## config.mk

```make
export PLATFORM = sky130hd
export DESIGN_NAME = bf16_div_top
export DESIGN_NICKNAME = d
export VERILOG_FILES = /design/src/rtl/bf16_div_pkg.sv /design/src/rtl/bf16_div_normalize.sv /design/src/rtl/bf16_div_top.sv /design/src/rtl/bf16_div_unpack.sv /design/src/rtl/bf16_long_div.sv
export SDC_FILE = /design/constraint.sdc
export NUM_CORES = 1
export LEC_CHECK = 0
export BUFFER_PORTS_ARGS = -buffer_cell sky130_fd_sc_hd__clkbuf_2
export CORE_UTILIZATION = 55
export CTS_CLUSTER_DIAMETER = 200
export DETAILED_ROUTE_END_ITERATION = 8
export GPL_TIMING_DRIVEN = 1
export PLACE_DENSITY = 0.71
export SYNTH_ARGS = -nofsm -noshare
export SYNTH_HDL_FRONTEND = slang
export SYNTH_SLANG_ARGS = --single-unit
```

## constraint.sdc

```tcl
create_clock -name clk -period 29.6 [get_ports clk]
set_input_delay 0 -clock clk [delete_from_list [all_inputs] [get_ports clk]]
set_output_delay 0 -clock clk [all_outputs]
set_load 0.01 [all_outputs]
```

## src/rtl/bf16_div_pkg.sv

```systemverilog
package bf16_div_pkg;

	// bfloat16 word layout
	localparam int BF16_W = 16;
	localparam int EXP_W = 8;
	localparam int FRAC_W = 7;

	// significand with the hidden one in front of the fraction
	localparam int SIG_W = 8;

	// field positions inside a word
	localparam int SIGN_POS = 15;
	localparam int EXP_MSB = 14;
	localparam int EXP_LSB = 7;

	// working exponent is signed
	// covers -128 up to 382 with headroom
	localparam int WEXP_W = 10;

	// exponent bias, kept at working exponent width
	localparam logic signed [WEXP_W-1:0] BIAS = 10'sd127;

	// saturation starts here
	localparam logic signed [WEXP_W-1:0] MAX_ENC_EXP = 10'sd255;

	// largest finite magnitude the unit emits
	localparam logic [EXP_W-1:0] SAT_EXP = 8'd254;
	localparam logic [FRAC_W-1:0] SAT_FRAC = 7'd127;

	// long division, 16 by 8 bits
	localparam int QUOT_W = 16;

	// radix 16, four quotient bits per step
	localparam int DIGIT_W = 4;
	localparam int DIV_ITER = QUOT_W / DIGIT_W;

	// iteration counter width
	localparam int ITER_W = $clog2(DIV_ITER);

	// partial remainder after the digit shift
	// remainder stays below the divisor, so SIG_W bits plus one digit
	localparam int PREM_W = SIG_W + DIGIT_W;

endpackage

```

## src/rtl/bf16_div_normalize.sv

```systemverilog
`timescale 1ns/1ns

module bf16_div_normalize (
	input  logic                                     clk,
	input  logic                                     rst,
	input  logic                                     d_req,
	output logic                                     d_ack,
	input  logic [bf16_div_pkg::QUOT_W-1:0]          d_quot,
	input  logic                                     d_sign,
	input  logic signed [bf16_div_pkg::WEXP_W-1:0]   d_exp,
	input  logic                                     d_zero,
	output logic                                     out_req,
	input  logic                                     out_ack,
	output logic [bf16_div_pkg::BF16_W-1:0]          result
);

	// captured quotient and side fields
	logic [bf16_div_pkg::QUOT_W-1:0] quot_q;
	logic signed [bf16_div_pkg::WEXP_W-1:0] exp_q;
	logic sign_q;
	logic zero_q;

	// normalize cycle, then pack cycle
	logic norm_v;
	logic pack_v;
	logic take;

	logic underflow;
	logic saturate;
	logic [bf16_div_pkg::BF16_W-1:0] packed_word;

	assign take = d_req && !d_ack && !norm_v && !pack_v && !out_req;

	// zero or negative exponent
	assign underflow = exp_q[bf16_div_pkg::WEXP_W-1] || (exp_q == '0);
	assign saturate = exp_q >= bf16_div_pkg::MAX_ENC_EXP;

	always_comb
	begin
		// priority: zero operand, underflow, saturation
		if (zero_q || underflow)
			packed_word = {sign_q, {bf16_div_pkg::EXP_W{1'b0}}, {bf16_div_pkg::FRAC_W{1'b0}}};
		else if (saturate)
			packed_word = {sign_q, bf16_div_pkg::SAT_EXP, bf16_div_pkg::SAT_FRAC};
		else
			// truncated, low quotient bits become the fraction
			packed_word = {sign_q, exp_q[bf16_div_pkg::EXP_W-1:0],
				quot_q[bf16_div_pkg::FRAC_W-1:0]};
	end

	always_ff @(posedge clk)
	begin
		if (rst)
		begin
			d_ack <= 1'b0;
			norm_v <= 1'b0;
			pack_v <= 1'b0;
			out_req <= 1'b0;
		end
		else
		begin
			if (take)
				d_ack <= 1'b1;
			else if (!d_req)
				d_ack <= 1'b0;
			norm_v <= take;
			pack_v <= norm_v;
			// result valid two cycles after capture
			if (pack_v)
				out_req <= 1'b1;
			else if (out_ack)
				out_req <= 1'b0;
		end
	end

	always_ff @(posedge clk)
	begin
		if (take)
		begin
			quot_q <= d_quot;
			exp_q <= d_exp;
			sign_q <= d_sign;
			zero_q <= d_zero;
		end
		else if (norm_v)
		begin
			// quotient lies in [128, 512), bit 8 decides the leading one
			if (quot_q[bf16_div_pkg::SIG_W])
				quot_q <= quot_q >> 1;
			else
				exp_q <= exp_q - 1'b1;
		end
		// result holds while out_ack is low
		if (pack_v)
			result <= packed_word;
	end

endmodule

```

## src/rtl/bf16_div_top.sv

```systemverilog
`timescale 1ns/1ns

module bf16_div_top (
	input  logic                              clk,
	input  logic                              rst,
	input  logic                              in_req,
	output logic                              in_ack,
	input  logic [bf16_div_pkg::BF16_W-1:0]   a,
	input  logic [bf16_div_pkg::BF16_W-1:0]   b,
	output logic                              out_req,
	input  logic                              out_ack,
	output logic [bf16_div_pkg::BF16_W-1:0]   result
);

	// unpack to long division
	logic u_req;
	logic u_ack;
	logic [bf16_div_pkg::QUOT_W-1:0] u_dividend;
	logic [bf16_div_pkg::SIG_W-1:0] u_divisor;
	logic u_sign;
	logic signed [bf16_div_pkg::WEXP_W-1:0] u_exp;
	logic u_zero;

	// long division to normalize
	logic d_req;
	logic d_ack;
	logic [bf16_div_pkg::QUOT_W-1:0] d_quot;
	logic d_sign;
	logic signed [bf16_div_pkg::WEXP_W-1:0] d_exp;
	logic d_zero;

	// operand fields, sign and exponent difference
	bf16_div_unpack unpack_i (
		.clk        (clk),
		.rst        (rst),
		.in_req     (in_req),
		.in_ack     (in_ack),
		.a          (a),
		.b          (b),
		.u_req      (u_req),
		.u_ack      (u_ack),
		.u_dividend (u_dividend),
		.u_divisor  (u_divisor),
		.u_sign     (u_sign),
		.u_exp      (u_exp),
		.u_zero     (u_zero)
	);

	// quotient significand, four bits per cycle
	bf16_long_div long_div_i (
		.clk        (clk),
		.rst        (rst),
		.u_req      (u_req),
		.u_ack      (u_ack),
		.u_dividend (u_dividend),
		.u_divisor  (u_divisor),
		.u_sign     (u_sign),
		.u_exp      (u_exp),
		.u_zero     (u_zero),
		.d_req      (d_req),
		.d_ack      (d_ack),
		.d_quot     (d_quot),
		.d_sign     (d_sign),
		.d_exp      (d_exp),
		.d_zero     (d_zero)
	);

	// normalize, special cases, pack
	bf16_div_normalize normalize_i (
		.clk     (clk),
		.rst     (rst),
		.d_req   (d_req),
		.d_ack   (d_ack),
		.d_quot  (d_quot),
		.d_sign  (d_sign),
		.d_exp   (d_exp),
		.d_zero  (d_zero),
		.out_req (out_req),
		.out_ack (out_ack),
		.result  (result)
	);

endmodule

```

## src/rtl/bf16_div_unpack.sv

```systemverilog
`timescale 1ns/1ns

module bf16_div_unpack (
	input  logic                                     clk,
	input  logic                                     rst,
	input  logic                                     in_req,
	output logic                                     in_ack,
	input  logic [bf16_div_pkg::BF16_W-1:0]          a,
	input  logic [bf16_div_pkg::BF16_W-1:0]          b,
	output logic                                     u_req,
	input  logic                                     u_ack,
	output logic [bf16_div_pkg::QUOT_W-1:0]          u_dividend,
	output logic [bf16_div_pkg::SIG_W-1:0]           u_divisor,
	output logic                                     u_sign,
	output logic signed [bf16_div_pkg::WEXP_W-1:0]   u_exp,
	output logic                                     u_zero
);

	// raw operand pair
	logic [bf16_div_pkg::BF16_W-1:0] a_q;
	logic [bf16_div_pkg::BF16_W-1:0] b_q;

	// operands held, fields formed on the next edge
	logic loaded;
	logic take;

	logic [bf16_div_pkg::EXP_W-1:0] exp_a;
	logic [bf16_div_pkg::EXP_W-1:0] exp_b;
	logic signed [bf16_div_pkg::WEXP_W-1:0] wexp_a;
	logic signed [bf16_div_pkg::WEXP_W-1:0] wexp_b;
	logic hid_a;
	logic hid_b;

	// accept only into an empty slot, and only on a fresh req
	assign take = in_req && !in_ack && !loaded && !u_req;

	assign exp_a = a_q[bf16_div_pkg::EXP_MSB:bf16_div_pkg::EXP_LSB];
	assign exp_b = b_q[bf16_div_pkg::EXP_MSB:bf16_div_pkg::EXP_LSB];

	// zero extend into the signed working width
	assign wexp_a = {{(bf16_div_pkg::WEXP_W - bf16_div_pkg::EXP_W){1'b0}}, exp_a};
	assign wexp_b = {{(bf16_div_pkg::WEXP_W - bf16_div_pkg::EXP_W){1'b0}}, exp_b};

	// zero exponent means zero, so no hidden one there
	assign hid_a = |exp_a;
	assign hid_b = |exp_b;

	always_ff @(posedge clk)
	begin
		if (rst)
		begin
			in_ack <= 1'b0;
			loaded <= 1'b0;
			u_req <= 1'b0;
		end
		else
		begin
			// ack follows capture, drops once req is gone
			if (take)
				in_ack <= 1'b1;
			else if (!in_req)
				in_ack <= 1'b0;
			loaded <= take;
			// req one cycle after capture
			if (loaded)
				u_req <= 1'b1;
			else if (u_ack)
				u_req <= 1'b0;
		end
	end

	always_ff @(posedge clk)
	begin
		if (take)
		begin
			a_q <= a;
			b_q <= b;
		end
		if (loaded)
		begin
			// dividend significand pre-shifted by 8 for the 16 by 8 divide
			u_dividend <= {hid_a, a_q[bf16_div_pkg::FRAC_W-1:0], {bf16_div_pkg::SIG_W{1'b0}}};
			u_divisor <= {hid_b, b_q[bf16_div_pkg::FRAC_W-1:0]};
			u_sign <= a_q[bf16_div_pkg::SIGN_POS] ^ b_q[bf16_div_pkg::SIGN_POS];
			u_exp <= wexp_a - wexp_b + bf16_div_pkg::BIAS;
			// the only place zero operands are detected
			u_zero <= !hid_a || !hid_b;
		end
	end

endmodule

```

## src/rtl/bf16_long_div.sv

```systemverilog
`timescale 1ns/1ns

module bf16_long_div (
	input  logic                                     clk,
	input  logic                                     rst,
	input  logic                                     u_req,
	output logic                                     u_ack,
	input  logic [bf16_div_pkg::QUOT_W-1:0]          u_dividend,
	input  logic [bf16_div_pkg::SIG_W-1:0]           u_divisor,
	input  logic                                     u_sign,
	input  logic signed [bf16_div_pkg::WEXP_W-1:0]   u_exp,
	input  logic                                     u_zero,
	output logic                                     d_req,
	input  logic                                     d_ack,
	output logic [bf16_div_pkg::QUOT_W-1:0]          d_quot,
	output logic                                     d_sign,
	output logic signed [bf16_div_pkg::WEXP_W-1:0]   d_exp,
	output logic                                     d_zero
);

	// dividend bits shift out the top while quotient digits shift in below
	logic [bf16_div_pkg::QUOT_W-1:0] work_q;
	logic [bf16_div_pkg::SIG_W-1:0] div_q;
	logic [bf16_div_pkg::SIG_W-1:0] rem_q;

	// control
	logic busy;
	logic done;
	logic take;
	logic [bf16_div_pkg::ITER_W-1:0] iter;

	// one radix 16 step
	logic [bf16_div_pkg::PREM_W-1:0] rem_sh;
	logic [bf16_div_pkg::PREM_W-1:0] mult;
	logic [bf16_div_pkg::PREM_W-1:0] best;
	logic [bf16_div_pkg::PREM_W-1:0] rem_diff;
	logic [bf16_div_pkg::DIGIT_W-1:0] digit;

	assign take = u_req && !u_ack && !busy && !done && !d_req;

	always_comb
	begin
		// bring down the next four dividend bits
		rem_sh = {rem_q, work_q[bf16_div_pkg::QUOT_W-1 -: bf16_div_pkg::DIGIT_W]};
		mult = '0;
		best = '0;
		digit = '0;
		// multiples grow with k, so the last one that fits is the largest
		for (int k = 1; k < (1 << bf16_div_pkg::DIGIT_W); k++)
		begin
			mult = mult + {{bf16_div_pkg::DIGIT_W{1'b0}}, div_q};
			if (mult <= rem_sh)
			begin
				best = mult;
				digit = k[bf16_div_pkg::DIGIT_W-1:0];
			end
		end
		rem_diff = rem_sh - best;
	end

	always_ff @(posedge clk)
	begin
		if (rst)
		begin
			u_ack <= 1'b0;
			busy <= 1'b0;
			done <= 1'b0;
			d_req <= 1'b0;
			iter <= '0;
		end
		else
		begin
			if (take)
				u_ack <= 1'b1;
			else if (!u_req)
				u_ack <= 1'b0;
			if (take)
			begin
				busy <= 1'b1;
				iter <= '0;
			end
			else if (busy)
			begin
				iter <= iter + 1'b1;
				// last digit this cycle
				if (iter == bf16_div_pkg::DIV_ITER - 1)
				begin
					busy <= 1'b0;
					done <= 1'b1;
				end
			end
			// req one cycle after the last digit
			if (done)
			begin
				done <= 1'b0;
				d_req <= 1'b1;
			end
			else if (d_ack)
				d_req <= 1'b0;
		end
	end

	always_ff @(posedge clk)
	begin
		if (take)
		begin
			work_q <= u_dividend;
			div_q <= u_divisor;
			rem_q <= '0;
			// side fields ride along untouched
			d_sign <= u_sign;
			d_exp <= u_exp;
			d_zero <= u_zero;
		end
		else if (busy)
		begin
			work_q <= {work_q[bf16_div_pkg::QUOT_W-bf16_div_pkg::DIGIT_W-1:0], digit};
			rem_q <= rem_diff[bf16_div_pkg::SIG_W-1:0];
		end
	end

	assign d_quot = work_q;

endmodule
```

==> flow_summary.ini <==
[critical_path]
critPathTopFamily = adder cells
path_buf_inv = 7
r2r_slack_ns = 13.05
r2r_start = long_div_i.div_q[0]
critPathSlowestCell = edfxtp_1
start_kind = flop
path_common_cell = ha_1
critPathKind = reg2reg
end_kind = flop
r2r_cells = 67
required_ns = 29.92
cp.arrival_ns = 16.88
path_max_fanout = 19
crit_cells = 67
cpPeakStageDelay_ns = 0.70
rr_endpoint = long_div_i.rem_q[7]

[grt]
grt_pass1_wl_mm = 67.5
met2_usage_pct = 47.0
antenna_found_initial = 0
track_usage_pct = 31.3
grt_max_degree = 32
grt-ovfl-total = 0
grt_pass1_vias = 12000
grt_busiest_layer = met2
grtUsageMet1_pct = 45.3
use_met3_pct = 6.28

[timing]
layout_setup_ws_ns = 13.05
final-setup-viol-count = 0
slew_headroom_pct = 28.7
finalMaxSlewViolations = 0
maxClockFrequency_mhz = 60.4
finClkSkew_ns = 0.0120
min_period_ns = 16.55
tns_ns = 0
rsz0062_at_grt = false
finalCritPeriodShare_pct = 55.9
tightest_slew_ns = 1.07
finalHoldViolCount = 0

[drt]
via_per_inst = 6.09
firstDrtPassIters = 5
ant_nets = 0
vias = 12600
initialDrtViolationCount = 1112
routed_wl_mm = 43.3
drc = 0
post_drt_wl_per_cell_um = 21.0

[worst_hold_path]
hp-class = in2reg
holdPathStages = 2
hold_path_end = unpack_i.b_q[13]
min-delay-start = b[13]

[synth]
synth_seq_cells = 161
synth_seq_area_share_pct = 30.4
syn-num-nets = 1902
synth_warnings = 0
synth_area_sq_um = 15200
synth_edf_count = 140
synthArstFlopShare_pct = 0
postSynthAreaPerCell_sq_um = 9.45
ys.flop_type = edfxtp_1
yosysUniqueCellTypes = 82
netlist_instances = 1608

[floorplan]
io_pins = 54
start_util_pct = 56.2
rows = 60
core_sq_um = 27000
dieHeight_um = 168
fp.dieW_um = 168
die_area_sq_um = 28300

[cells_and_area]
drive_above_1_share_pct = 8.41
syn2layout_area_growth_pct = 11.4
layout.nets = 2006
final_common_cell = ha_1
n_fill_cell = 2224
antenna_cells = 0
final_cell_count_no_fill = 2066
final_cell_mix = 251 x ha_1, 140 x edfxtp_1, 133 x nand2_1, 120 x a21oi_1, 99 x nor2_1
fin_util_pct = 62.6

[clock_tree]
cts_setup_buffers = 0
clock_latency_ns = 0.42
cts-root-buf = clkbuf_16
h-tree-depth = 4
clock-sinks = 161
cts_resized = 0
cts_tree = yes
numCtsBuffers = 17
clock_path_buffers = 2
clk_pin_slew_ns = 0.07

[place]
dp_hpwl_mm = 32.8
pre_cts_ws_ns = 13.35
gp_congestion = 1.01
dp_cells = 1997
port_buffers = 53

[flow_run]
maxCapViolations = 0

[outcome]
outcome = finished, final reports clean
-- cell families after synthesis --
kind of cell | Yosys count | synth area share, %
xor gates and xnor gates | 141 | 9.09
AOI/OAI and AO/OA | 453 | 19.8
muxes | 19 | 1.30
other | 1 | 0.0247
adders and majority gates | 260 | 21.7
buffers and inverters | 123 | 3.05
and+or+nand+nor | 450 | 14.6
DFF | 161 | 30.4
-- layout make-up --
cell class	instances	area, sq um	share of cell area, %
clock inverter	14	148	0.873
timing repair buffer	113	808	4.78
clock buffer	18	429	2.54
multi-input combinational	1324	10100	59.8
inverter	95	357	2.11
sequential	161	4620	27.3
tap	341	427	2.52
-- Yosys cell counts (all sizes together), types with 3 or more instances --
master	number	area (sq um)
o31ai	8	60.1
xor2	56	543
dfxtp	21	420
xnor3	3	70.1
nand2b	40	250
and3	6	37.5
and2	11	71.3
a41oi	4	35.0
a21oi	122	626
a211oi	9	77.6
nand4	33	206
mux2	3	37.5
mux2i	16	160
nor3b	7	57.6
a221o	4	40.0
o21a	36	270
nor4	4	25.0
fa	7	140
nor3	19	95.1
nand3	34	170
xnor2	82	767
ha	251	3140
or3	3	18.8
edfxtp	140	4200
a22o	6	52.6
a221oi	8	70.1
o21bai	25	188
o21ai	85	425
a31oi	19	125
inv	94	353
nor2b	43	269
o221ai	9	78.8
nand2	133	499
clkbuf	27	101
nor2	100	378
a21o	77	578
o211ai	6	50.1
nand3b	4	30.0
o22ai	4	31.3
a32oi	6	60.1
a22oi	5	37.5
or2	3	18.8
-- worst max-delay path by stage --
| stage | slack, ns | end | from |
|---|---|---|---|
| after floorplan | 15.57 | long_div_i.rem_q[7] | long_div_i.div_q[0] |
| after global placement | 13.58 | long_div_i.rem_q[7] | long_div_i.div_q[0] |
| after detailed placement | 13.35 | long_div_i.rem_q[7] | long_div_i.div_q[0] |
| after CTS | 13.27 | long_div_i.rem_q[7] | long_div_i.div_q[0] |
| after global routing | 11.99 | long_div_i.rem_q[7] | long_div_i.div_q[0] |
| final | 13.05 | long_div_i.rem_q[7] | long_div_i.div_q[0] |
-- state kept, by name, summed over array words and instances (netlist names), 10 cells and up --
name	count
unpack_i.u_exp	10
unpack_i.b_q	16
long_div_i.d_exp	10
normalize_i.result	16
normalize_i.quot_q	16
unpack_i.a_q	16
long_div_i.d_quot	16
normalize_i.exp_q	10
-- layer usage --
layer / vias to the layer above / routed length, um
met2: 456 / 18500
met5: - / 0
met3: 67 / 3470
met4: 0 / 1030
met1: 5911 / 20300
li1: 6156 / -
-- stage by stage --
step | hold slack, ns | cell area [sq um]
floorplan | 0.0716 | 15200
finish | 0.288 | 16900
CTS | 0.273 | 16900
detailed placement | 0.179 | 16000
global placement | 0.176 | 16000
global route | 0.280 | 16900
-- what timing repair did --
action	CTS	global route
endpoints found under the hold margin	41	0
setup endpoints to repair	0	0
hold buffers	37	0
-- worst register-to-register path: cells and delay by family, from the launching register on --
| family | cells | cell delay, ns |
|---|---|---|
| adder cells (fa/ha/maj) | 15 | 5.15 |
| AND/OR/NAND/NOR | 11 | 2.02 |
| multiplexers | 1 | 0.30 |
| flip-flops | 1 | 0.70 |
| buffers and inverters | 7 | 1.17 |
| XOR/XNOR | 12 | 3.62 |
| AO/OA/AOI/OAI | 21 | 3.53 |
Power is not shown: default switching activity piles up to over one toggle a cycle in this logic, so the estimate is an artifact.
